File: config.mk
export PLATFORM = sky130hd
export DESIGN_NAME = addr_decode
export DESIGN_NICKNAME = d
export VERILOG_FILES = /design/src/hdl/mmio_pkg.sv /design/src/hdl/addr_decode.sv
export VERILOG_INCLUDE_DIRS = /design/src /design/src/hdl
export SDC_FILE = /design/constraint.sdc
export NUM_CORES = 1
export LEC_CHECK = 0
export ABC_AREA = 0
export ABC_CLOCK_PERIOD_IN_PS = 1710
export CORE_AREA = 3 3 100 102
export DETAILED_ROUTE_END_ITERATION = 10
export DIE_AREA = 0 0 103 105
export DONT_BUFFER_PORTS = 1
export PLACE_DENSITY = 0.3
export RECOVER_POWER = 25
export SYNTH_ARGS = -nofsm -noshare
export SYNTH_HDL_FRONTEND = slang
export SYNTH_SLANG_ARGS = --single-unit
export TNS_END_PERCENT = 5
File: constraint.sdc
create_clock -name vclk -period 1.71
set_clock_uncertainty 0.05 [all_clocks]
set_input_delay 0.2565 -clock vclk [all_inputs]
set_output_delay 0.2565 -clock vclk [all_outputs]
set_load 0.01 [all_outputs]
File: src/hdl/mmio_config.svh
`ifndef MMIO_CONFIG_SVH
`define MMIO_CONFIG_SVH

////////////////////////////////////////
// region codes, dmem_addr[29:26]
////////////////////////////////////////

`define MMIO_REGION_VMEM   4'hc
`define MMIO_REGION_TRAP   4'hd
`define MMIO_REGION_KBD    4'he
`define MMIO_REGION_LOADER 4'hf

// sub-page of the trap region, dmem_addr[25:18]
`define MMIO_TRAP_PAGE 8'hdd

////////////////////////////////////////
// memory sizes and timing
////////////////////////////////////////

`define MMIO_LOADER_ADDR_BITS 13
`define MMIO_TEXT_ADDR_BITS   15

// character memory write window, in pipeline cycles
`define MMIO_VGA_WAIT_CYCLES 5

// scancode queue entries, power of two
`define MMIO_KB_FIFO_DEPTH 8

`endif

File: src/hdl/mmio_pkg.sv
`include "mmio_config.svh"

package mmio_pkg;

    // cpu side addresses are word addresses
    typedef logic [29:0] word_addr_t;
    typedef logic [31:0] word_t;

    // one ascii character or one ps/2 scancode
    typedef logic [7:0] char_t;

    // one bit per byte lane of a word
    typedef logic [3:0] lane_mask_t;

    typedef enum logic [2:0] {
        region_main,
        region_vmem,
        region_trap,
        region_kbd,
        region_loader,
        region_unmapped
    } mmio_region_t;

    typedef logic [`MMIO_LOADER_ADDR_BITS-1:0] loader_addr_t;
    typedef logic [`MMIO_TEXT_ADDR_BITS-1:0] text_addr_t;

endpackage

File: src/hdl/addr_decode.sv
`include "mmio_config.svh"

module addr_decode (
    input  mmio_pkg::word_addr_t dmem_addr,
    input  logic                 dmem_read_in,
    input  logic                 dmem_write_in,
    input  mmio_pkg::lane_mask_t dmem_byte_w_en,
    input  mmio_pkg::word_t      data_from_reg,
    input  mmio_pkg::word_addr_t instr_addr,
    input  mmio_pkg::word_t      loader_data,
    input  mmio_pkg::word_t      loader_instr,
    input  mmio_pkg::char_t      kb_keycode,
    output mmio_pkg::word_t      dmem_data_out,
    output mmio_pkg::word_t      instr_data_out,
    output mmio_pkg::lane_mask_t loader_wen,
    output logic                 vmem_request,
    output mmio_pkg::text_addr_t text_addr,
    output mmio_pkg::char_t      text_char,
    output logic                 kb_read,
    output logic                 trap_stall
);
    import mmio_pkg::*;

    mmio_region_t region;
    logic [1:0]   text_lane;

    ////////////////////////////////////////
    // region classification
    ////////////////////////////////////////

    always_comb begin
        case (dmem_addr[29:26])
            `MMIO_REGION_VMEM:   region = region_vmem;
            `MMIO_REGION_TRAP:   region = region_trap;
            `MMIO_REGION_KBD:    region = region_kbd;
            `MMIO_REGION_LOADER: region = region_loader;
            // lower half is main memory, 8..b has nothing behind it now
            default:             region = dmem_addr[29] ? region_unmapped : region_main;
        endcase
    end

    ////////////////////////////////////////
    // per-region strobes
    ////////////////////////////////////////

    always_comb begin
        vmem_request = (region == region_vmem) && dmem_write_in;
        kb_read      = (region == region_kbd) && dmem_read_in;
        trap_stall   = (region == region_trap) && (dmem_addr[25:18] == `MMIO_TRAP_PAGE)
                       && (dmem_read_in || dmem_write_in);

        // byte enable is big-endian, loader lanes are little-endian
        loader_wen = '0;
        if ((region == region_loader) && dmem_write_in) begin
            case (dmem_byte_w_en)
                4'b0001: loader_wen = 4'b1000;
                4'b0010: loader_wen = 4'b0100;
                4'b0100: loader_wen = 4'b0010;
                4'b1000: loader_wen = 4'b0001;
                default: loader_wen = 4'b1111;
            endcase
        end

        strobe_check: assert ($onehot0({vmem_request, kb_read, trap_stall, |loader_wen}));
    end

    // character write: lane picks both the byte and the low address bits
    always_comb begin
        case (dmem_byte_w_en)
            4'b1000: begin
                text_lane = 2'd0;
                text_char = data_from_reg[7:0];
            end
            4'b0100: begin
                text_lane = 2'd1;
                text_char = data_from_reg[15:8];
            end
            4'b0010: begin
                text_lane = 2'd2;
                text_char = data_from_reg[23:16];
            end
            default: begin
                text_lane = 2'd3;
                text_char = data_from_reg[31:24];
            end
        endcase
    end

    assign text_addr = {dmem_addr[`MMIO_TEXT_ADDR_BITS-3:0], text_lane};

    ////////////////////////////////////////
    // read data select
    ////////////////////////////////////////

    always_comb begin
        case (region)
            region_kbd:    dmem_data_out = {24'd0, kb_keycode};
            region_loader: dmem_data_out = loader_data;
            default:       dmem_data_out = '0;
        endcase
    end

    // only the loader can feed instructions
    assign instr_data_out = (instr_addr[29:26] == `MMIO_REGION_LOADER) ? loader_instr : '0;

endmodule

==> impl_metrics.csv <==
group,metric,value,unit
critical_path,crit_path_cell_trace,"nand4b_1 -> or4b_1 -> nor4_1 -> buf_4",
power_and_ir_drop,vdd_ir_drop_max,20.7,µV
synthesis,yosysTopAreaCell,"and2_1",
place,port_buffers,0,
die,io_pins,264,
timing,fin_tns_setup,0,ns
detailed_routing,met2_wirelength,1910,µm
timing,rsz0062_at_grt,"no",
power_and_ir_drop,power_density,133,nW/µm²
detailed_routing,routed_wl,3890,µm
timing,hold_viol_final,0,
synthesis,syn-num-nets,324,
die,coreArea,9200,µm²
timing,tightest_slew,0.630,ns
finish,design.seq.count,0,
finish,fin_nets,305,
critical_path,cp_slowest_stage_delay,0.46,ns
finish,final_common_cell,"and2_1",
finish,final_cell_mix,"and2_1, a22o_1, o21ai_0, a221o_1, nand3b_1",
detailed_routing,route.top_layer_used,"met4",
synthesis,netlist_area,1060,µm²
finish,drive_above_1_share,5.26,%
synthesis,synth_area_leaders,"and2_1, a22o_1, buf_4, a221o_1, nand3b_1",
synthesis,syn_area_per_cell,6.91,µm²
critical_path,path_class,"input port to output pin",
synthesis,synth_cell_types,28,
timing,min_period_over_period,91.3,%
timing,max_clock_freq,0.640,GHz
global_route,grt_max_degree,33,
detailed_routing,dr_wl_met3,425,µm
global_route,grt.overflow.total,0,
place,dp_hpwl,3450,µm
global_route,antenna_found_initial,0,
global_route,grtUsageTotal,5.33,%
detailed_routing,wl_met1,1510,µm
timing,relSlewSlack,57.4,%
detailed_routing,drt_iter0_markers,31,
finish,seq_area,0,µm²
synthesis,ys_seq_area_share,0,%
die,die_h,105,µm
cts,post_cts_buffers,0,
timing,period_needed,1.56,ns
detailed_routing,vias_per_cell,4.50,
synthesis,synthCells,154,
place,place_congestion,0.687,
detailed_routing,drc,0,
critical_path,cp_slowest_cell,"or4b_1",
job,maxCapViolCount,0,
finish,n_antenna_cell,0,
critical_path,startpoint_type,"input port",
critical_path,crit_path_max_fanout,1,
cts,hold_buffers,0,
power_and_ir_drop,leakagePower,0.369,nW
critical_path,setup.worst_path.end_class,"output pin",
critical_path,worstPathRequired,1.40,ns
die,initial_utilization,11.6,%
global_route,grt_pass1_wl,4790,µm
synthesis,yosysWarnings,0,
die,rows,35,
cts,cts_resized,0,
status,status,"completed",
finish,multiInputGateArea,898,µm²
finish,n_clock_buffer,0,
timing,worst_hold_slack,0.463,ns
finish,fill_cells,1062,
detailed_routing,post_drt_wl_per_cell,16.0,µm
die,dieArea,10800,µm²
die,die_w,103,µm
global_route,grt_pass1_vias,886,
critical_path,cp.arrival,1.25,ns
min_path,hp-class,"input port to output pin",
detailed_routing,dr.pass1.iters,4,
synthesis,netlist.area_leader.share,37.6,%
detailed_routing,vias,1098,
detailed_routing,detail-route-antenna-nets,0,
timing,setup_viol,0,
finish,fin_util,11.7,%
timing,finalMaxSlewViolations,0,
finish,syn_to_final_growth,0.824,%
metal layers:
metal	global-route usage (%)	up-vias
met3	0.200	8
met5	0	-
met1	6.86	509
met2	9.81	93
li1	-	488
met4	0.833	0
cell type report:
| cell class | instances | area share (%) |
|---|---|---|
| timing repair buffer | 5 | 2.92 |
| inverter | 1 | 0.350 |
| multi-input combinational | 127 | 83.8 |
| tap | 111 | 13.0 |
final timing paths:
check / cells past startpoint / startpoint / end
worst max-delay path: 4 / dmem_addr[23] / trap_stall
worst min-delay path: 0 / dmem_addr[10] / text_addr[12]
cell families after synthesis:
family	synth area share (%)
buffers and inverters	14.9
XOR/XNOR	3.29
AND/OR/NAND/NOR	54.9
AO/OA/AOI/OAI	26.8
per-stage QoR:
step,total power [mW],setup WS [ns],cells,area [µm²]
final,0.142,0.149,244,1070
after global routing,0.156,0.0775,244,1070
after CTS,0.146,0.139,244,1080
after detailed placement,0.146,0.139,244,1080
after global placement,0.146,0.145,244,1080
after floorplan,0.176,0.134,154,1060
Yosys cell counts, drive strengths merged:
cell type	count
or4b	1
and2	64
o21ai	7
xnor2	1
a211oi	3
buf	20
and4	2
or3	1
nand3	1
a22o	13
a221o	7
nand3b	6
xor2	3
nor2b	2
inv	1
nand4b	1
nor4b	3
nor2	3
nand2	1
nor4	1
o21a	3
and3	1
a211o	1
o211ai	1
nor3b	1
clkbuf	6
report_power, final:
group          leakage (nW)  switching (mW)  internal [mW]  total (mW)
clock                     0               0              0           0
combinational         0.369          0.0790         0.0633       0.142
sequential                0               0              0           0
worst max-delay path, delay by kind of cell:
kind / cells / cell delay [ns]
simple gates: 3 / 0.83
buf+inv: 1 / 0.16
No activity file was read; power rests on OpenSTA's default activity.
