===== src/hdl/mmio_config.svh =====
`ifndef MMIO_CONFIG_SVH
`define MMIO_CONFIG_SVH

////////////////////////////////////////
// region codes, dmem_addr[29:26]
////////////////////////////////////////

`define MMIO_REGION_VMEM   4'hc
`define MMIO_REGION_TRAP   4'hd
`define MMIO_REGION_KBD    4'he
`define MMIO_REGION_LOADER 4'hf

// sub-page of the trap region, dmem_addr[25:18]
`define MMIO_TRAP_PAGE 8'hdd

////////////////////////////////////////
// memory sizes and timing
////////////////////////////////////////

`define MMIO_LOADER_ADDR_BITS 13
`define MMIO_TEXT_ADDR_BITS   15

// character memory write window, in pipeline cycles
`define MMIO_VGA_WAIT_CYCLES 5

// scancode queue entries, power of two
`define MMIO_KB_FIFO_DEPTH 8

`endif


===== src/hdl/vmem_write_seq.sv =====
`include "mmio_config.svh"

module vmem_write_seq (
    input  logic clk_pipeline,
    input  logic rst,
    input  logic vmem_request,
    output logic text_wen,
    output logic vmem_stall
);

    localparam int WAIT    = `MMIO_VGA_WAIT_CYCLES;
    localparam int CNT_MAX = WAIT + 3;
    localparam int CNT_W   = $clog2(CNT_MAX + 1);

    logic [CNT_W-1:0] wait_cnt;

    ////////////////////////////////////////
    // write window counter
    ////////////////////////////////////////

    // restarts whenever the pipeline moves off the vmem write
    always_ff @(posedge clk_pipeline) begin
        if (!rst || !vmem_request) begin
            wait_cnt <= '0;
        end else if (wait_cnt != CNT_W'(CNT_MAX)) begin
            wait_cnt <= wait_cnt + 1'b1;
        end
    end

    // same char rewritten every cycle of the window
    assign text_wen = vmem_request && (wait_cnt <= CNT_W'(WAIT));

    // two extra cycles so the last write has landed before release
    assign vmem_stall = vmem_request && (wait_cnt <= CNT_W'(WAIT + 2));

    // a new request always opens the write window
    wen_at_request: assert property (
        @(posedge clk_pipeline) disable iff (!rst)
        !vmem_request ##1 vmem_request |-> text_wen
    );

    // a held request releases the pipeline exactly once, then stays free
    stall_released: assert property (
        @(posedge clk_pipeline) disable iff (!rst)
        vmem_request && !vmem_stall |=> !vmem_request || !vmem_stall
    );

endmodule


===== config.mk =====
export PLATFORM = sky130hd
export DESIGN_NAME = vmem_write_seq
export DESIGN_NICKNAME = d
export VERILOG_FILES = /design/src/hdl/vmem_write_seq.sv
export VERILOG_INCLUDE_DIRS = /design/src /design/src/hdl
export SDC_FILE = /design/constraint.sdc
export NUM_CORES = 1
export LEC_CHECK = 0
export BUFFER_PORTS_ARGS = -buffer_cell sky130_fd_sc_hd__buf_2
export CORE_AREA = 2 2 39 41
export CTS_BUF_LIST = sky130_fd_sc_hd__clkbuf_8
export DETAILED_ROUTE_END_ITERATION = 16
export DIE_AREA = 0 0 41 43
export PLACE_DENSITY = 0.38
export SLEW_MARGIN = 20
export SYNTH_ARGS = -nofsm -noshare
export SYNTH_HDL_FRONTEND = slang
export SYNTH_SLANG_ARGS = --single-unit

===== constraint.sdc =====
create_clock -name clk_pipeline -period 1.3 [get_ports clk_pipeline]
set_input_delay 0.26 -clock clk_pipeline [delete_from_list [all_inputs] [get_ports clk_pipeline]]
set_output_delay 0.26 -clock clk_pipeline [all_outputs]
set_load 0.05 [all_outputs]

==> results list, run 1 <==
* Result of the run: finished with violations
* Violated checks: setup timing
- Clock tree root buffer cell: sky130_fd_sc_hd__clkbuf_8
- After detailed routing, the total wire length is just over 500 microns.
- 5 I/O pins were placed.
* Net switching power: 0.09706 mW
- Clk slew on worst S/H paths: around 0.03 ns
- STA classifies the critical path endpoint as an output pin.
- Timing would allow up to approximately 740 MHz.
- Largest reg by FF count: wait_cnt
* Mean instance size in the synthesized netlist: roughly 9.5 sq um
- Count of endpoints failing hold in the final timing report: 0
- Standard-cell rows: 14
- Worst Clk Skew: ~0.003 ns
* Insertion delay to the later sink of the worst-skew pair: 0.21 ns
- In the post-route analysis, the smallest setup slack over all paths is -0.05580 ns.
- TritonCTS built the clock tree.
- In the routed design, unresolved DRC markers number 0.
* Maxcap violations: 0
- Count of nets left with antenna violations after detail routing: 0
* Layout-stage area growth over the synthesis result: 71.72%
- H-tree levels: 1
* Highest net fanout along the worst path: 3
- The number of global-route vias before repair was 246.
- The number of antenna violations at the first check in global routing is 0.
* Worst hold margin: between 0.3 and 0.4 ns
* Top cells by area, synth: sky130_fd_sc_hd__dfxtp_1 (32%), sky130_fd_sc_hd__ha_1 (20%), sky130_fd_sc_hd__nand3b_4 (8.1%)
* Detailed route wirelength on metal3: 7 microns
- Arrival time of the worst setup path: 1.10 ns
- Final critical-path share of the clock period: 104.3%
* Placer congestion estimate: between 0.7 and 0.8
* Tightest Hold Check Type: primary input to flop
- The biggest area contributor in the post-synthesis netlist is sky130_fd_sc_hd__dfxtp_1.
- The floorplan step defined a die boundary enclosing ~1800 sq um.
- Total number of yosys warnings: 0
- The largest registers in the layout are wait_cnt: 4 flops.
* Unrepaired setup endpoints after global routing: yes
- IR analysis of the VDD net gives a maximum drop of around 400 uV.
- Sequential element share of the synthesized area: 32.32%
- Power spread over the standard cell area amounts to between 1000 and 1500 nW/um^2.
* LEAKAGE: 0.1850 nW
- Cell count after synthesis: 26
* Nets: 46
* Flip-flop count of the largest register, all copies and words added: 4
- TritonCTS Buffers: 3
* Starting utilization of the core area: about 18%
- Met2 routed wirelength: around 280 microns
* Clk sink count: 4
* Clock group share of total power: a little under three fifths
- The first global-routing pass estimated approximately 1000 microns of wire.
- Fraction of post-synthesis cell area in the top cell type by area: 32.32%
- In this run, flip-flops and latches consume roughly 29% of the power.
- The total overflow left after global routing is 0.
- Post-layout min period: ~1.4 ns
* Clock tree buffer depth: 2
- The post-route netlist has slightly above 60% of its cells at a drive strength greater than 1.
- Summed over all failing endpoints, the final setup total negative slack is -0.05580 ns.
- Measured along the x axis, the die boundary spans around 40 microns.
- Net switching is between 20% and 30% of the power.
* Iteration-0 DRC count of the detailed router: 1
- Internal power comes to around 0.36 mW.
* Core area: around 1400 sq um
* Overall power of the completed layout: 0.4527 mW
* 1st-pass router iterations: 2
- The worst setup path is of the flop to output pin kind.
- WL per Instance: 9.509 microns
- Count of vias placed by the detailed router: approximately 200
- In this run the tightest slew margin relative to its limit is a little over four fifths.
- Number of failing setup endpoints in the final timing report: 1
- Routed length on met1: approximately 210 microns
- Count of buffers from port buffering: 4
- Combinational cell fraction of total power: between 10% and 20%
* Highest metal layer with signal wires: met3
- After detailed routing, the number of vias per cell comes to about 3.8.
- Entering global routing, the biggest net connects 6 pins.
- Flip-flop and latch count after synthesis: 4
- Synth Net Count: 33
- The die is about 43 microns tall.
- OpenSTA, run right after detailed placement, puts the worst setup slack at -0.07475 ns.
- 0 antenna diodes ended up in the layout.
- After synthesis the cells add up to between 200 and 250 sq um.
- The max-slew violation total from the final report came to 0.
- Actual slew at the worst max-slew pin: between 0.2 and 0.25 ns
* Critical path required time: 1.04 ns
- CTS Hold Bufs: 0
* Total routing resource utilization after global routing: about 9.0%
- Startpoint type of the worst setup path: flop
- Count of different cell masters after synthesis: 15
==> synthesized netlist by cell type <==
| cell | number |
|---|---|
| sky130_fd_sc_hd__ha_1 | 4 |
| sky130_fd_sc_hd__inv_1 | 2 |
| sky130_fd_sc_hd__nor2b_2 | 1 |
| sky130_fd_sc_hd__nand3b_4 | 1 |
| sky130_fd_sc_hd__nand3_1 | 1 |
| sky130_fd_sc_hd__nand3b_1 | 1 |
| sky130_fd_sc_hd__a21boi_0 | 1 |
| sky130_fd_sc_hd__dfxtp_1 | 4 |
| sky130_fd_sc_hd__nand2_1 | 2 |
| sky130_fd_sc_hd__nor2_1 | 4 |
| sky130_fd_sc_hd__xnor2_1 | 1 |
| sky130_fd_sc_hd__nand2b_1 | 1 |
| sky130_fd_sc_hd__xor2_1 | 1 |
| sky130_fd_sc_hd__mux2i_1 | 1 |
| sky130_fd_sc_hd__a21oi_1 | 1 |
==> routing by layer <==
| layer | global-route usage, % | up-vias |
|---|---|---|
| li1 | - | 105 |
| met1 | 10.86 | 98 |
| met2 | 11.88 | 1 |
| met3 | 3.141 | 0 |
| met4 | 8.000 | 0 |
| met5 | 0 | - |
==> layout by cell type (no fill, tap or decap), types with 2 or more instances in the layout <==
cell type,count
sky130_fd_sc_hd__ha_4,2
sky130_fd_sc_hd__clkbuf_8,3
sky130_fd_sc_hd__dfxtp_2,2
sky130_fd_sc_hd__buf_4,4
sky130_fd_sc_hd__buf_2,3
sky130_fd_sc_hd__nor2_1,3
sky130_fd_sc_hd__nand2_1,2
==> critical path, stage by stage (launching register included) <==
cell	delay, ns
sky130_fd_sc_hd__dfxtp_2	0.34
sky130_fd_sc_hd__inv_4	0.05
sky130_fd_sc_hd__ha_4	0.16
sky130_fd_sc_hd__nor2_4	0.12
sky130_fd_sc_hd__a21boi_4	0.06
sky130_fd_sc_hd__buf_6	0.15
==> kinds of logic (layout without fill, tap and decap cells) <==
family | count (synthesis) | count (layout) | synth area share [%]
AND/OR/NAND/NOR | 11 | 11 | 28.28
flip-flops | 4 | 4 | 32.32
buffers and inverters | 2 | 13 | 3.031
XOR/XNOR | 2 | 2 | 7.072
adder cells (fa/ha/maj) | 4 | 4 | 20.20
multiplexers | 1 | 1 | 4.041
AO/OA/AOI/OAI | 2 | 2 | 5.050
==> metrics by stage <==
step,cells,util (%),area [sq um]
6_report,53,30.74,425.4
5_1_grt,53,30.74,425.4
4_1_cts,53,30.56,422.9
3_5_place_dp,49,23.69,327.8
3_3_place_gp,49,23.69,327.8
2_1_floorplan,26,-,265.3
==> worst paths after layout <==
| check | startpoint | to | slack (ns) | depth (start not counted) |
|---|---|---|---|---|
| worst max-delay path | wait_cnt[1] | text_wen | -0.06 | 5 |
| worst min-delay path | rst | wait_cnt[0] | 0.36 | 3 |
| worst max register to register | wait_cnt[0] | wait_cnt[1] | 0.12 | 6 |
| worst min register to register | wait_cnt[2] | wait_cnt[2] | 0.57 | 2 |
==> power groups by stage <==
stage	sequential [mW]	clock (mW)	combinational, mW
2_1_floorplan	0.132	0	0.0356
3_3_place_gp	0.131	0	0.0531
3_5_place_dp	0.131	0	0.0544
4_1_cts	0.131	0.263	0.0681
5_1_grt	0.131	0.279	0.0746
6_report	0.131	0.254	0.0682
==> final cells by class <==
type	instances	area, sq um
clock buffers	3	41.29
fillers	155	958.4
inverters	2	10.01
multi-input cells	20	211.5
flip-flops and latches	4	86.33
well taps	16	20.02
repair buffers	8	56.30
==> what timing repair did <==
item	CTS	global route
cloned	0	0
resized for setup	14	1
buffers inserted	1	0
hold endpoints to repair	0	0
setup endpoints to repair	1	2
pin swaps	3	0
Power figures use the tool's default switching activity.
==> run 2: changes to the inputs <==
--- a/config.mk
+++ b/config.mk
@@ -6,12 +6,13 @@
 export SDC_FILE = /design/constraint.sdc
 export NUM_CORES = 1
 export LEC_CHECK = 0
+export ABC_AREA = 1
 export BUFFER_PORTS_ARGS = -buffer_cell sky130_fd_sc_hd__buf_2
 export CORE_AREA = 2 2 39 41
 export CTS_BUF_LIST = sky130_fd_sc_hd__clkbuf_8
 export DETAILED_ROUTE_END_ITERATION = 16
 export DIE_AREA = 0 0 41 43
-export PLACE_DENSITY = 0.38
+export GPL_TIMING_DRIVEN = 0
 export SLEW_MARGIN = 20
 export SYNTH_ARGS = -nofsm -noshare
 export SYNTH_HDL_FRONTEND = slang
==> results list, run 2 <==
* Result of the run: finished with violations
- Violated checks: setup timing
- The placeable core region is 1384 sq um (unchanged).
- The share of flip-flops with an asynchronous set or reset after synthesis is 0% (unchanged).
* Total number of yosys warnings: 0 (unchanged)
* Worst setup path class: flop to output pin
- The routed via count divided by cell count is 3.870 (+0.53%).
- The area of the multi-input gates was 181.4 sq um (-14%).
- The width of the die came to 41 microns (unchanged).
- The count of port buffers added during placement came to 4 (unchanged).
* Initial antenna violation count: 0 (unchanged)
- Y dimension of the die: 43 microns (unchanged)
- Number of global-route vias before repair: 227 (-7.7%)
- The minimum setup slack in the final design came to -0.1166 ns (-0.06083 ns).
- The boundary pin count is 5 (unchanged).
* Count of different cell masters after synthesis: 10 (-5)
- Flip-flop and latch area: 85.08 sq um (-1.4%)
- Start of the worst register-to-register path: wait_cnt[0]
* Clock tree root buffer cell: sky130_fd_sc_hd__clkbuf_8
- Nets: 62 (+35%)
- Summed over all nets, the half-perimeter wirelength after detailed placement is around 340 microns.
* Setup slack, reg-to-reg: 0.20 ns (+0.08 ns)
- Maximum number of pins on one net before global-route repair: 8 (+2)
- Layout-stage area growth over the synthesis result: 58.80%
* 1st-pass router iterations: 2 (unchanged)
- Endpoint of the worst hold-timing path: wait_cnt[0]
* Leading cell types in the layout, fill and taps excluded: sky130_fd_sc_hd__nand2_1 (10), sky130_fd_sc_hd__nor2_1 (7), sky130_fd_sc_hd__inv_1 (6)
- The wire length of the first global-routing pass came to 731 microns (-30%).
- The number of clock buffers inserted by TritonCTS is 3 (unchanged).
* Leading cell types by count after synthesis: sky130_fd_sc_hd__nand2_1 (11), sky130_fd_sc_hd__inv_1 (10), sky130_fd_sc_hd__nor2_1 (8)
* Number of failing setup endpoints in the final timing report: 1 (unchanged)
* TritonCTS clock tree: built
- The worst voltage drop across the vdd grid was 512.3 uV (+28%).
- Overall power of the completed layout: 0.4437 mW (-2.0%)
- Cell class contributing the biggest share of worst-path delay: flip-flops
- Power per cell area: 1034 nW/um^2 (-2.8%)
- Largest reg by FF count: wait_cnt
- Worst Clk Skew: 0.003431 ns (+0.0004090 ns)
* Summed instance area of the synthesized netlist: 270.3 sq um (+9.1%)
- Highest net fanout along the worst path: 2 (-1)
* Worst hold path cell count: 5 (+2)
- Placer congestion estimate: 0.6087 (-14%)
- Antenna Cells: 0 (unchanged)
- The clock net sink count is 4 (unchanged).
* Non-filler cells, final: 69 (+30%)
* Final max-slew violation count: 0 (unchanged)
* Synth Net Count: 49 (+48%)
- Count of nets left with antenna violations after detail routing: 0 (unchanged)
* Sequential element share of the synthesized area: 29.63% (-2.7 points)
- The number of flip-flops in the largest register came to 4 (unchanged).
* Unrepaired setup endpoints after global routing: yes
* CP Buf/Inv Count: 3 (+1)
* DRC Markers: 0 (unchanged)
- The largest registers in the layout are wait_cnt: 4 flops.
* Fmax: 705.9 MHz (-4.3%)
- The area enclosed by the die boundary is 1763 sq um (unchanged).
- Most common library cell in the layout ignoring fill and taps: sky130_fd_sc_hd__nand2_1
- The data required time at the worst endpoint is 1.04 ns (about the same).
- The final hold violation count is 0 (unchanged).
- The share of the clock period used by the worst path after layout was 109.0% (+4.7 points).
* CTS Hold Bufs: 0 (unchanged)
* Final standard cell utilization of the core: 31.01% (+0.27 points)
- The wire length after detailed routing was 507 microns (+0.60%).
* Total Negative Setup Slacks: -0.1166 ns (-0.06083 ns)
- In this run the worst setup path begins at wait_cnt[0].
- Actual slew at the worst max-slew pin: 0.2636 ns (+0.01706 ns)
* Critical-path cell list: buf_6 > ha_2 > o21ai_2 > inv_2 > buf_8
* Iteration-0 DRC count of the detailed router: 3 (+2)
- Total placed cells including tap cells: 62 (+27%)
- Post-layout min period: 1.417 ns (+0.06083 ns)
* Standard-cell rows: 14 (unchanged)
- Clk slew on worst S/H paths: 0.03 ns (about the same)
* Cell count after synthesis: 42 (+62%)
* Startpoint type of the worst setup path: flop
- The worst-case headroom to the max-slew limit is 82.40% (-1.3 points).
- The synthesized area per cell was 6.435 sq um (-32%).
- Arrival time of the worst setup path: 1.16 ns (+0.06 ns)
- WL per Instance: 7.348 microns (-23%)
* Hold Path Origin: rst
* H-tree levels: 1 (unchanged)
* Clock tree buffer depth: 2 (unchanged)
* Leading area contributor after synthesis: sky130_fd_sc_hd__dfxtp_1
- The number of cell instances on the worst register-to-register path came to 6 (unchanged).
* Total congestion overflow: 0 (unchanged)
* Tightest Hold Check Type: primary input to flop
* Ratio of cells with drive above 1 in the final layout: 43.40% (-19 points)
- In the synthesized netlist the dominant register cell turns out to be sky130_fd_sc_hd__dfxtp_1.
- Top cells by area, synth: sky130_fd_sc_hd__dfxtp_1 (30%), sky130_fd_sc_hd__ha_1 (19%), sky130_fd_sc_hd__nand2_1 (15%)
- The peak per-stage delay on the critical path is 0.33 ns (about the same).
* Fraction of post-synthesis cell area in the top cell type by area: 29.63% (-2.7 points)
- Total routing resource utilization after global routing: 6.212% (-2.8 points)
* R2r endpoint: wait_cnt[2]
* Worst hold margin: 0.4146 ns (+0.05030 ns)
- Insertion delay to the later sink of the worst-skew pair: 0.21 ns (about the same)
* Count of filler cells inserted in the layout: 144 (-7.1%)
- Most used standard cell by instance count after synthesis: sky130_fd_sc_hd__nand2_1
- STA classifies the critical path endpoint as an output pin.
- Flip-flop and latch count after synthesis: 4 (unchanged)
* Count of vias placed by the detailed router: 267 (+31%)
- The starting density of the core is 19.53% (+1.6 points).
- Slowest CP cell: sky130_fd_sc_hd__dfxtp_4
- Post-synth EDFFs: 0 (unchanged)
- Maxcap violations: 0 (unchanged)
- LEAKAGE: 0.2091 nW (+13%)
==> run 2: logic make-up (layout without fill, tap and decap cells) <==
logic type	Yosys count	in the layout	share of synthesized area, %
buffers and inverters	10	21	13.89
DFF	4	4	29.63
adders and majority gates	4	4	18.52
AOI/OAI and AO/OA	1	1	1.850
and+or+nand+nor	23	23	36.11
==> run 2: layout make-up <==
class	count	area share, %
clock buffers	3	9.621
multi-input cells	28	42.27
inverters	10	8.746
flip-flops and latches	4	19.83
repair buffers	8	14.87
well taps	16	4.665
==> run 2: repair_timing <==
item	in CTS	in global routing
gates resized for setup	10	5
endpoints found under the setup margin	1	1
pin swaps	2	1
setup buffers	4	0
==> run 2: worst max path at each step <==
stage          endpoint  slack, ns  depth (start not counted)
3_5_place_dp   text_wen      -0.12                          7
6_report       text_wen      -0.12                          5
3_3_place_gp   text_wen      -0.13                          7
4_1_cts        text_wen      -0.14                          7
2_1_floorplan  text_wen       0.02                          3
5_1_grt        text_wen      -0.16                          5
==> run 2: per-stage QoR <==
stage / worst slack (ns) / instance area (sq um)
floorplan: 0.02395 / 279.0
global placement: -0.1295 / 319.1
detailed placement: -0.1163 / 319.1
CTS: -0.1423 / 410.4
global route: -0.1612 / 429.2
finish: -0.1166 / 429.2
==> run 2: tightest hold or removal path: stages <==
cell                      delay [ns]
sky130_fd_sc_hd__buf_2          0.09
sky130_fd_sc_hd__nand2_1        0.05
sky130_fd_sc_hd__inv_1          0.07
sky130_fd_sc_hd__nand2_1        0.07
sky130_fd_sc_hd__nor2_1         0.03
==> run 2: where the power goes <==
| group | switching (mW) | internal (mW) |
|---|---|---|
| registers | 0.00258 | 0.126 |
| clock network | 0.0536 | 0.196 |
| logic | 0.0371 | 0.0278 |
==> run 2: metal layers <==
metal / part of all wire [%] / global-route usage (%) / up-vias
met3: 4.9 / 3.141 / 0
met5: 0 / 0 / -
met2: 56 / 12.19 / 5
met4: 0 / 2.000 / 0
li1: - / - / 147
met1: 39 / 4.473 / 115
