[src/hdl/mmio_config.svh]
`ifndef MMIO_CONFIG_SVH
`define MMIO_CONFIG_SVH

////////////////////////////////////////
// region codes, dmem_addr[29:26]
////////////////////////////////////////

`define MMIO_REGION_VMEM   4'hc
`define MMIO_REGION_TRAP   4'hd
`define MMIO_REGION_KBD    4'he
`define MMIO_REGION_LOADER 4'hf

// sub-page of the trap region, dmem_addr[25:18]
`define MMIO_TRAP_PAGE 8'hdd

////////////////////////////////////////
// memory sizes and timing
////////////////////////////////////////

`define MMIO_LOADER_ADDR_BITS 13
`define MMIO_TEXT_ADDR_BITS   15

// character memory write window, in pipeline cycles
`define MMIO_VGA_WAIT_CYCLES 5

// scancode queue entries, power of two
`define MMIO_KB_FIFO_DEPTH 8

`endif

[src/hdl/mmio_pkg.sv]
`include "mmio_config.svh"

package mmio_pkg;

    // cpu side addresses are word addresses
    typedef logic [29:0] word_addr_t;
    typedef logic [31:0] word_t;

    // one ascii character or one ps/2 scancode
    typedef logic [7:0] char_t;

    // one bit per byte lane of a word
    typedef logic [3:0] lane_mask_t;

    typedef enum logic [2:0] {
        region_main,
        region_vmem,
        region_trap,
        region_kbd,
        region_loader,
        region_unmapped
    } mmio_region_t;

    typedef logic [`MMIO_LOADER_ADDR_BITS-1:0] loader_addr_t;
    typedef logic [`MMIO_TEXT_ADDR_BITS-1:0] text_addr_t;

endpackage

[src/hdl/ps2_keyboard.sv]
`include "mmio_config.svh"

module ps2_keyboard (
    input  logic            clk_pipeline,
    input  logic            rst,
    input  logic            ps2_clk,
    input  logic            ps2_data,
    input  logic            kb_read,
    output mmio_pkg::char_t kb_keycode,
    output logic            kb_ready,
    output logic            kb_overflow
);
    import mmio_pkg::*;

    localparam int DEPTH    = `MMIO_KB_FIFO_DEPTH;
    localparam int PTR_BITS = $clog2(DEPTH);

    logic [2:0]          ps2_clk_sync;
    logic [1:0]          ps2_data_sync;
    logic                ps2_fall;
    logic [3:0]          bit_cnt;
    logic [9:0]          shift_reg;
    logic                frame_done;
    logic                frame_ok;
    char_t               fifo_mem [DEPTH];
    logic [PTR_BITS-1:0] head;
    logic [PTR_BITS-1:0] tail;
    logic [PTR_BITS:0]   count;
    logic                fifo_full;
    logic                do_push;
    logic                do_pop;

    ////////////////////////////////////////
    // ps/2 frame receiver
    ////////////////////////////////////////

    // two sync stages, third bit is the edge history
    always_ff @(posedge clk_pipeline) begin
        if (!rst) begin
            ps2_clk_sync  <= 3'b111;
            ps2_data_sync <= 2'b11;
        end else begin
            ps2_clk_sync  <= {ps2_clk_sync[1:0], ps2_clk};
            ps2_data_sync <= {ps2_data_sync[0], ps2_data};
        end
    end

    assign ps2_fall = ps2_clk_sync[2] && !ps2_clk_sync[1];

    always_ff @(posedge clk_pipeline) begin
        if (!rst) begin
            bit_cnt <= '0;
        end else if (ps2_fall) begin
            bit_cnt <= (bit_cnt == 4'd10) ? 4'd0 : bit_cnt + 4'd1;
        end
    end

    // lsb first, so after ten bits: start in [0], data in [8:1], parity in [9]
    always_ff @(posedge clk_pipeline) begin
        if (ps2_fall) begin
            shift_reg <= {ps2_data_sync[1], shift_reg[9:1]};
        end
    end

    // stop bit is the one arriving now
    assign frame_done = ps2_fall && (bit_cnt == 4'd10);
    assign frame_ok   = !shift_reg[0] && ps2_data_sync[1] && (^shift_reg[9:1]);

    ////////////////////////////////////////
    // scancode fifo
    ////////////////////////////////////////

    assign fifo_full = (count == (PTR_BITS + 1)'(DEPTH));
    assign kb_ready  = (count != '0);
    assign do_push   = frame_done && frame_ok && !fifo_full;
    assign do_pop    = kb_read && kb_ready;

    always_ff @(posedge clk_pipeline) begin
        if (do_push) begin
            fifo_mem[tail] <= shift_reg[8:1];
        end
    end

    always_ff @(posedge clk_pipeline) begin
        if (!rst) begin
            head        <= '0;
            tail        <= '0;
            count       <= '0;
            kb_overflow <= 1'b0;
        end else begin
            if (do_push) begin
                tail <= tail + 1'b1;
            end
            if (do_pop) begin
                head <= head + 1'b1;
            end
            count <= count + (PTR_BITS + 1)'(do_push) - (PTR_BITS + 1)'(do_pop);
            // sticky, a lost scancode is never recovered
            if (frame_done && frame_ok && fifo_full) begin
                kb_overflow <= 1'b1;
            end
        end
    end

    assign kb_keycode = fifo_mem[head];

    // pointers show a non-empty queue at every pop
    pop_not_empty: assert property (
        @(posedge clk_pipeline) disable iff (!rst)
        do_pop |-> (count == DEPTH || head != tail)
    );

endmodule

[config.mk]
export PLATFORM = sky130hd
export DESIGN_NAME = ps2_keyboard
export DESIGN_NICKNAME = d
export VERILOG_FILES = /design/src/hdl/mmio_pkg.sv /design/src/hdl/ps2_keyboard.sv
export VERILOG_INCLUDE_DIRS = /design/src /design/src/hdl
export SDC_FILE = /design/constraint.sdc
export NUM_CORES = 1
export LEC_CHECK = 0
export ABC_AREA = 1
export BUFFER_PORTS_ARGS = -buffer_cell sky130_fd_sc_hd__buf_2
export CORE_UTILIZATION = 30
export DETAILED_ROUTE_END_ITERATION = 10
export PLACE_DENSITY_LB_ADDON = 0.15
export RECOVER_POWER = 25
export SLEW_MARGIN = 20
export SYNTH_ARGS = -nofsm -noshare
export SYNTH_HDL_FRONTEND = slang
export SYNTH_SLANG_ARGS = --single-unit
export TNS_END_PERCENT = 50
[constraint.sdc]
create_clock -name clk_pipeline -period 3.1 [get_ports clk_pipeline]
set_input_delay 0.465 -clock clk_pipeline [delete_from_list [all_inputs] [get_ports clk_pipeline]]
set_output_delay 0.465 -clock clk_pipeline [all_outputs]
set_load 0.02 [all_outputs]
==> results of run 1 <==
[synthesized netlist by cell type]
cell      count  area share [%]
a211oi_1      2            0.37
a21oi_1       7            0.87
a31oi_1       9             1.4
buf_2         7            0.87
clkbuf_1      3            0.28
clkinv_1      1           0.093
clkinv_2      1            0.12
dfxtp_1      23              11
edfxtp_1     74              55
fa_1          1            0.50
ha_1          8             2.5
inv_1        32             3.0
inv_2         3            0.28
nand2_1      49             4.6
nand2_2       5            0.78
nand3_1       7            0.87
nand3_2       3            0.74
nand4_1       2            0.31
nand4_2       1            0.31
nand4_4       1            0.53
nor2_1       83             7.7
nor3_1        2            0.25
nor4_1        1            0.16
o21ai_0      36             4.5
o22ai_1       8             1.2
or2_2         4            0.62
xnor2_1       1            0.22
xor2_1        2            0.43
[metrics by stage]
step	utilization [%]	instance area (um2)	power [uW]
2_1_floorplan	-	4030	2040
3_3_place_gp	34.2	4400	2250
3_5_place_dp	34.2	4400	2260
4_1_cts	36.4	4680	3350
5_1_grt	36.4	4680	3500
6_report	36.4	4680	3310
[cell families after synthesis]
group,count (synthesis),share of synthesized area (%)
xor gates and xnor gates,3,0.652
adders and majority gates,9,2.98
and+or+nand+nor,158,16.9
DFF,97,66.5
AOI/OAI and AO/OA,62,8.35
buffers and inverters,47,4.62
[worst paths after layout]
kind | start | to | slack [ps] | cells after the start
max | shift_reg[3]$_DFFE_PP_ | count[2]$_SDFF_PN0_ | 580 | 15
min | ps2_data | ps2_data_sync[0]$_SDFF_PN1_ | 310 | 2
max reg2reg | shift_reg[3]$_DFFE_PP_ | count[2]$_SDFF_PN0_ | 580 | 15
min reg2reg | ps2_clk_sync[0]$_SDFF_PN1_ | ps2_clk_sync[1]$_SDFF_PN1_ | 410 | 1
[routing by layer]
layer  vias up  global-route usage, %  wire, um  share of wire, %
li1       1340                      -         -                 -
met1      1249                   17.4      4110                47
met2        41                   23.3      4210                48
met3         8                   3.44       325               3.7
met4         0                   3.85        85              0.97
met5         -                      0         0                 0
[worst max-delay path, stage by stage, from the launching register on]
cell and delay (ps):
edfxtp_1 560, inv_1 130, nand2_1 50, nand2_1 110, nand2_2 70, nand3_2 80
nand2_1 80, nand2_2 90, nand4_4 110, ha_1 310, inv_1 50, ha_1 130
inv_1 60, fa_1 380, xor2_1 150, nor2_1 50
[cell type report]
type / instances / area (um2) / area share, %
Clock buffer: 11 / 233 / 4.97
Multi-Input combinational cell: 232 / 1160 / 24.8
Tap cell: 172 / 215 / 4.59
Sequential cell: 97 / 2680 / 57.3
Clock inverter: 4 / 53.8 / 1.15
Inverter: 37 / 140 / 2.99
Timing Repair Buffer: 31 / 198 / 4.22
[power by group]
group,switching [uW],leakage (uW),internal [uW]
clock,468,0.000132,625
sequential,35.7,0.000855,1440
combinational,491,0.000836,252
total,995,0.00182,2310
==> results.cfg, run 1 <==
[final_layout]
nets = 422
fin_cells = 584
drive_gt1_share_pct = 15.0
layout_common_cells = nor2_1 (83), edfxtp_1 (74), nand2_1 (49)
n_antenna_cell = 0
final_common_cell = nor2_1
largest_register_ff_count = 64
fill_cells = 1274
area_growth_pct = 16.2

[drt]
drtAntennaViolNets = 0
dr.pass1.iters = 4
drc_errors = 0
viasPerCell = 4.52
wire_per_inst_um = 14.9
wirelength_um = 8730
drt_iter0_markers = 237
vias = 2638

[sta]
setup_violations = 0
fin_crit_sh_pct = 81.3
hold_viol = 0
tightest_slew_ps = 635
hold_slack_ps = 311
maxSlewHeadroom_pct = 57.6
fmax_ghz = 0.397
final.setup.tns_ps = 0
rsz0062_at_grt = no
finalClockSkew_ps = 9.34
slew_viol_final = 0
finalCriticalPeriod_ps = 2520
worst_slack_ps = 580

[global_routing]
track_usage_pct = 13.8
overflow = 0
grt_pass1_vias = 2742
antenna_found_initial = 0
grt_pass1_wl_um = 14600
grt_max_degree = 33

[clock_network]
cts_hold_repair.buffers = 0
clk_pin_slew_ps = 70
max-clock-path-buffers = 2
cts_root_buf = clkbuf_16
cts_buffers = 9
cts_sinks = 97
post_cts_buffers = 0
cts.htree.levels = 3
clkLatencyLatePin_ps = 340
postCtsResizedCells = 0
cts_tree = yes

[synthesis]
ys_ff_latch = 97
synth_area_per_cell_um2 = 10.7
syn_area_um2 = 4030
yosysSeqAreaShare_pct = 66.5
synth_cell_type_count = 28
yosys_warnings = 0
synth_fp_nets = 390
syn_inst = 376

[setup_path]
cp-end-kind = flip-flop
cp.required_ps = 3330
path_max_fanout = 12
crit_arrival_ps = 2750
cp-start-kind = flip-flop
crit_type = reg2reg

[placement]
numPortBuffers = 14
dp_slack_ps = 556
hpwl_um = 5810
gp_congestion = 0.759
placed_cells_incl_taps = 569

[hold_path]
hp-class = in2reg

[die]
initial_utilization_pct = 31.3
ios = 15
die_width_um = 118
die_area_um2 = 13900
die_h_um = 118
core_um2 = 12900
rows = 41

[job]
maxCapViolCount = 0

[power]
cellLeakagePower_uw = 0.00182
vdd_ir_drop_max_v = 0.000386
power-per-cell-area_nw_per_um2 = 706

[outcome]
status = finished, final reports clean
Power figures use the tool's default switching activity.
==> run 2: changes to the inputs <==
Clock period 3.1 ns to 2.2 ns, I/O delays scaled along.
==> run 2 against run 1 <==
- largest power group unchanged
- worst hold slack got worse by 150 ps
- die area did not move
- highest routed layer unchanged
- clock power rose by 31%
- via count rose by 2.7%
- final cell count rose by 3.9%
- sequential share of layout area fell by 3.1 points
- global-route usage fell by 0.61 points
- combinational power rose by 59%
- non-clock buffer count rose by 22
- sequential power rose by 41%
- critical path depth fell by 2
==> results.cfg, run 2 (same netlist as run 1, synthesis figures left out) <==
[outcome]
status = finished, final reports clean

[global_routing]
antenna_found_initial = 0
grt_pass1_vias = 2606
grt_pass1_wl_um = 13600
overflow = 0
track_usage_pct = 13.2
grt_max_degree = 20

[sta]
setup_violations = 0
tightest_slew_ps = 522
finalCriticalPeriod_ps = 2190
finalClockSkew_ps = 6.23
rsz0062_at_grt = yes
worst_slack_ps = 9.06
maxSlewHeadroom_pct = 65.2
slew_viol_final = 0
hold_viol = 0
fin_crit_sh_pct = 99.6
hold_slack_ps = 165
fmax_ghz = 0.456

[power]
vdd_ir_drop_max_v = 0.000535
cellLeakagePower_uw = 0.00194
power-per-cell-area_nw_per_um2 = 947

[final_layout]
drive_gt1_share_pct = 24.1
stdcell_area_um2 = 4950
n_antenna_cell = 0
layout_common_cells = nor2_1 (75), edfxtp_1 (74), nand2_1 (43)
area_growth_pct = 22.7
utilization_pct = 38.4
largest_register_ff_count = 64
nets = 444
final_common_cell = nor2_1

[setup_path]
r2r-start = shift_reg[8]$_DFFE_PP_
cp-end-kind = flip-flop
path_max_fanout = 5
r2r-end = count[1]$_SDFF_PN0_
rrSetupSlack_ps = 9
cp-start-kind = flip-flop
cp.required_ps = 2440
worstRegToRegCells = 13
crit_arrival_ps = 2430
crit_type = reg2reg

[hold_path]
hp-class = in2reg
holdPathEnd = ps2_data_sync[0]$_SDFF_PN1_
min_from = ps2_data
hold_depth = 2

[drt]
viasPerCell = 4.46
drt_iter0_markers = 144
wirelength_um = 8450
drtAntennaViolNets = 0
vias = 2710
wire_per_inst_um = 13.9
drc_errors = 0
dr.pass1.iters = 4

[clock_network]
cts_buffers = 9
cts_root_buf = clkbuf_16
clk_pin_slew_ps = 70
max-clock-path-buffers = 2
cts_sinks = 97
cts_tree = yes
cts.htree.levels = 3
clkLatencyLatePin_ps = 340

[placement]
dp_slack_ps = -68.3
gp_congestion = 0.745
numPortBuffers = 14
hpwl_um = 5620
dpl_cell_area_um2 = 4520

[die]
die_area_um2 = 13900
die_h_um = 118
initial_utilization_pct = 31.3
rows = 41
ios = 15
die_width_um = 118
core_um2 = 12900

[job]
maxCapViolCount = 0
==> run 2: cell types whose count changed in the layout (fill, tap and decap cells not counted), moves of 3 or more <==
| cell | before | now |
|---|---|---|
| inv_1 | 32 | 29 |
| nor2_2 | 0 | 8 |
| nor2_1 | 83 | 75 |
| buf_6 | 0 | 8 |
| buf_4 | 17 | 29 |
| nand2_2 | 5 | 9 |
| nand2_1 | 49 | 43 |
==> run 2: repair_timing <==
| action | in CTS | in global routing |
|---|---|---|
| gates resized for setup | 5 | 29 |
| endpoints found under the setup margin | 3 | 7 |
| hold buffers | 0 | 0 |
| setup buffers | 0 | 8 |
| cloned | 0 | 0 |
| pin swaps | 1 | 5 |
==> run 2: worst max-delay path, stage by stage, from the launching register on <==
cell and delay (ps):
edfxtp_1 470, nand2_1 90, inv_1 40, nor2_1 120, nand2_1 70, nand2_1 100, nand3_2 120, nand4_4 110
ha_4 210, inv_4 50, ha_4 110, inv_2 40, fa_2 520, nor2_2 30
==> run 2: how the worst max path moves through the flow <==
stage                                start                  end  slack, ps
finish              shift_reg[8]$_DFFE_PP_  count[1]$_SDFF_PN0_          9
CTS                 shift_reg[4]$_DFFE_PP_  count[2]$_SDFF_PN0_        -30
detailed placement  shift_reg[4]$_DFFE_PP_  count[2]$_SDFF_PN0_        -70
global route        shift_reg[3]$_DFFE_PP_  count[3]$_SDFF_PN0_       -150
floorplan           shift_reg[4]$_DFFE_PP_  count[2]$_SDFF_PN0_        -30
global placement    shift_reg[8]$_DFFE_PP_  count[2]$_SDFF_PN0_        -20
==> run 2: final cells by class <==
type	count	area, um2
Clock inverter	5	32.5
Sequential cell	97	2680
Timing Repair Buffer	53	393
Inverter	37	145
Fill cell	1284	7930
Multi-Input combinational cell	232	1250
Clock buffer	11	233
Tap cell	172	215
==> run 2: power breakdown <==
part	total, uW	internal (uW)	switching, uW	leakage, uW
logic	1180	449	730	0.000962
clock network	1430	764	665	0.000125
registers	2080	2030	53.2	0.000855
==> run 2: stage by stage <==
step	std cells	setup TNS [ps]	power [uW]
after floorplan	376	-34.0	2880
after global placement	583	-18.3	3240
after detailed placement	583	-181	3260
after CTS	599	-86.5	4700
after global routing	607	-1190	4990
final	607	0	4690
==> run 2: layer usage <==
layer / global-route usage, % / vias to the layer above / routed length, um
li1: - / 1387 / -
met1: 16.5 / 1273 / 3860
met2: 21.2 / 42 / 4140
met3: 3.78 / 8 / 344
met4: 5.53 / 0 / 108
met5: 0 / - / 0
==> run 3: changes to the inputs <==
Clock period 2.2 ns to 2 ns, I/O delays scaled along.
==> run 3 against run 2 <==
- the flow now finishes with violations (negative setup slack)
- utilization grew 3.8 points
- sequential power grew 12%
- via count grew 5.1%
- clock-buffer cell count grew 1
- combinational power grew 49%
- critical endpoint unchanged
==> results.cfg, run 3 (same netlist as run 1, synthesis figures left out) <==
[setup_path]
crit_family = adder cells
cpMaxStageDelayCell = fa_2
crit_arrival_ps = 2450
crit_chain = inv_1 > nand2_1 > nand2_2 > nand2_2 > nand3_4 > nand2_4 > nand2_4 > nand4_4 > ha_4 > inv_2 > ha_4 > inv_2 > fa_2 > nor2_1
path_max_fanout = 5
crit_type = reg2reg
cp.required_ps = 2240
cp-end-kind = flip-flop
slowest_delay_ps = 500
cp-start-kind = flip-flop
path_buf_inv = 3

[clock_network]
cts_buffers = 9
cts_root_buf = clkbuf_16
cts_hold_repair.buffers = 0
cts_tree = yes
cts_sinks = 97
cts.htree.levels = 3
max-clock-path-buffers = 2
clkLatencyLatePin_ps = 340
clk_pin_slew_ps = 70

[drt]
top_layer = met4
drt_iter0_markers = 135
dr.pass1.iters = 4
wirelength_um = 9060
wl_met1_um = 4140
viasPerCell = 4.49
vias = 2847
drtAntennaViolNets = 0
wire_per_inst_um = 14.3
dr_wl_met2_um = 4420
drc_errors = 0
wl_met3_um = 376

[global_routing]
overflow = 0
antenna_found_initial = 0
track_usage_pct = 14.0
grt_pass1_vias = 2919
grt_max_degree = 17
grt_pass1_wl_um = 14800

[placement]
placed_cells_incl_taps = 592
hpwl_um = 5760
numPortBuffers = 14
gp_congestion = 0.746

[die]
die_width_um = 118
initial_utilization_pct = 31.3
die_h_um = 118
ios = 15
core_um2 = 12900
rows = 41
die_area_um2 = 13900

[final_layout]
layout_common_cells = nor2_1 (74), edfxtp_1 (74), buf_4 (51)
largest_register_ff_count = 64
fin_cells = 634
drive_gt1_share_pct = 31.2
nets = 471
n_antenna_cell = 0
area_growth_pct = 34.7

[sta]
tightest_slew_ps = 534
fmax_ghz = 0.451
rsz0062_at_grt = yes
fin_crit_sh_pct = 111
hold_viol = 0
slew_viol_final = 0
final.setup.tns_ps = -6960
finalClockSkew_ps = 5.71
worst_slack_ps = -217
finalCriticalPeriod_ps = 2220
hold_slack_ps = 141
setup_violations = 67
maxSlewHeadroom_pct = 64.4

[outcome]
violations = negative setup slack
status = complete, but fails checks

[power]
cellLeakagePower_uw = 0.00215
vdd_ir_drop_max_v = 0.000598
power-per-cell-area_nw_per_um2 = 1040

[job]
maxCapViolCount = 0

[hold_path]
hp-class = in2reg
-- run 3: cell types whose count changed in the layout (fill, tap and decap cells not counted), sizes merged --
cell / before / now
clkinvlp: 1 / 3
buf: 51 / 79
inv: 35 / 36
bufbuf: 0 / 1
clkbuf: 13 / 12
clkinv: 6 / 2
-- run 3: worst reg2reg max path: cells and delay by family, from the launching register on --
family	cells	cell delay (ps)
flops	1	450
fa+ha+maj	3	860
buf+inv	3	200
simple gates	8	610
-- run 3: path summary, 6_finish.rpt --
check             slack, ps                         from  cells after the start                           to
setup / recovery       -220       shift_reg[6]$_DFFE_PP_                     14          count[1]$_SDFF_PN0_
hold / removal          140                     ps2_data                      2  ps2_data_sync[0]$_SDFF_PN1_
setup reg to reg       -220       shift_reg[6]$_DFFE_PP_                     14          count[1]$_SDFF_PN0_
hold reg to reg         410  ps2_data_sync[0]$_SDFF_PN1_                      1  ps2_data_sync[1]$_SDFF_PN1_
-- run 3: routing by layer --
layer / vias to the layer above / global-route usage (%)
met2: 48 / 22.9
met5: - / 0
met4: 0 / 4.17
met1: 1332 / 17.9
li1: 1457 / -
met3: 10 / 4.02
-- run 3: repair_timing --
action / 4_1_cts / 5_1_grt
endpoints found under the setup margin: 75 / 75
cloned: 4 / 0
pin swaps: 14 / 14
gates resized for setup: 63 / 29
setup buffers: 17 / 5
-- run 3: final cells by class --
type	count	area, um2
Fill cell	1249	7440
Sequential cell	97	2690
Multi-Input combinational cell	232	1340
Timing Repair Buffer	80	763
Clock buffer	12	236
Tap cell	172	215
Inverter	37	155
Clock inverter	4	28.8
-- run 3: where the power goes --
| group | internal (uW) | switching, uW |
|---|---|---|
| Combinational | 870 | 893 |
| Sequential | 2240 | 83.3 |
| Clock | 845 | 711 |
| Total | 3950 | 1690 |
-- run 3: per-stage QoR --
step / power, uW / instance area [um2] / setup slack [ps] / utilization [%]
2_1_floorplan: 3190 / 4060 / -183 / -
3_3_place_gp: 3640 / 4610 / -205 / 35.8
3_5_place_dp: 3650 / 4610 / -234 / 35.8
4_1_cts: 5630 / 5300 / -173 / 41.1
5_1_grt: 5970 / 5430 / -349 / 42.2
6_report: 5640 / 5430 / -217 / 42.2
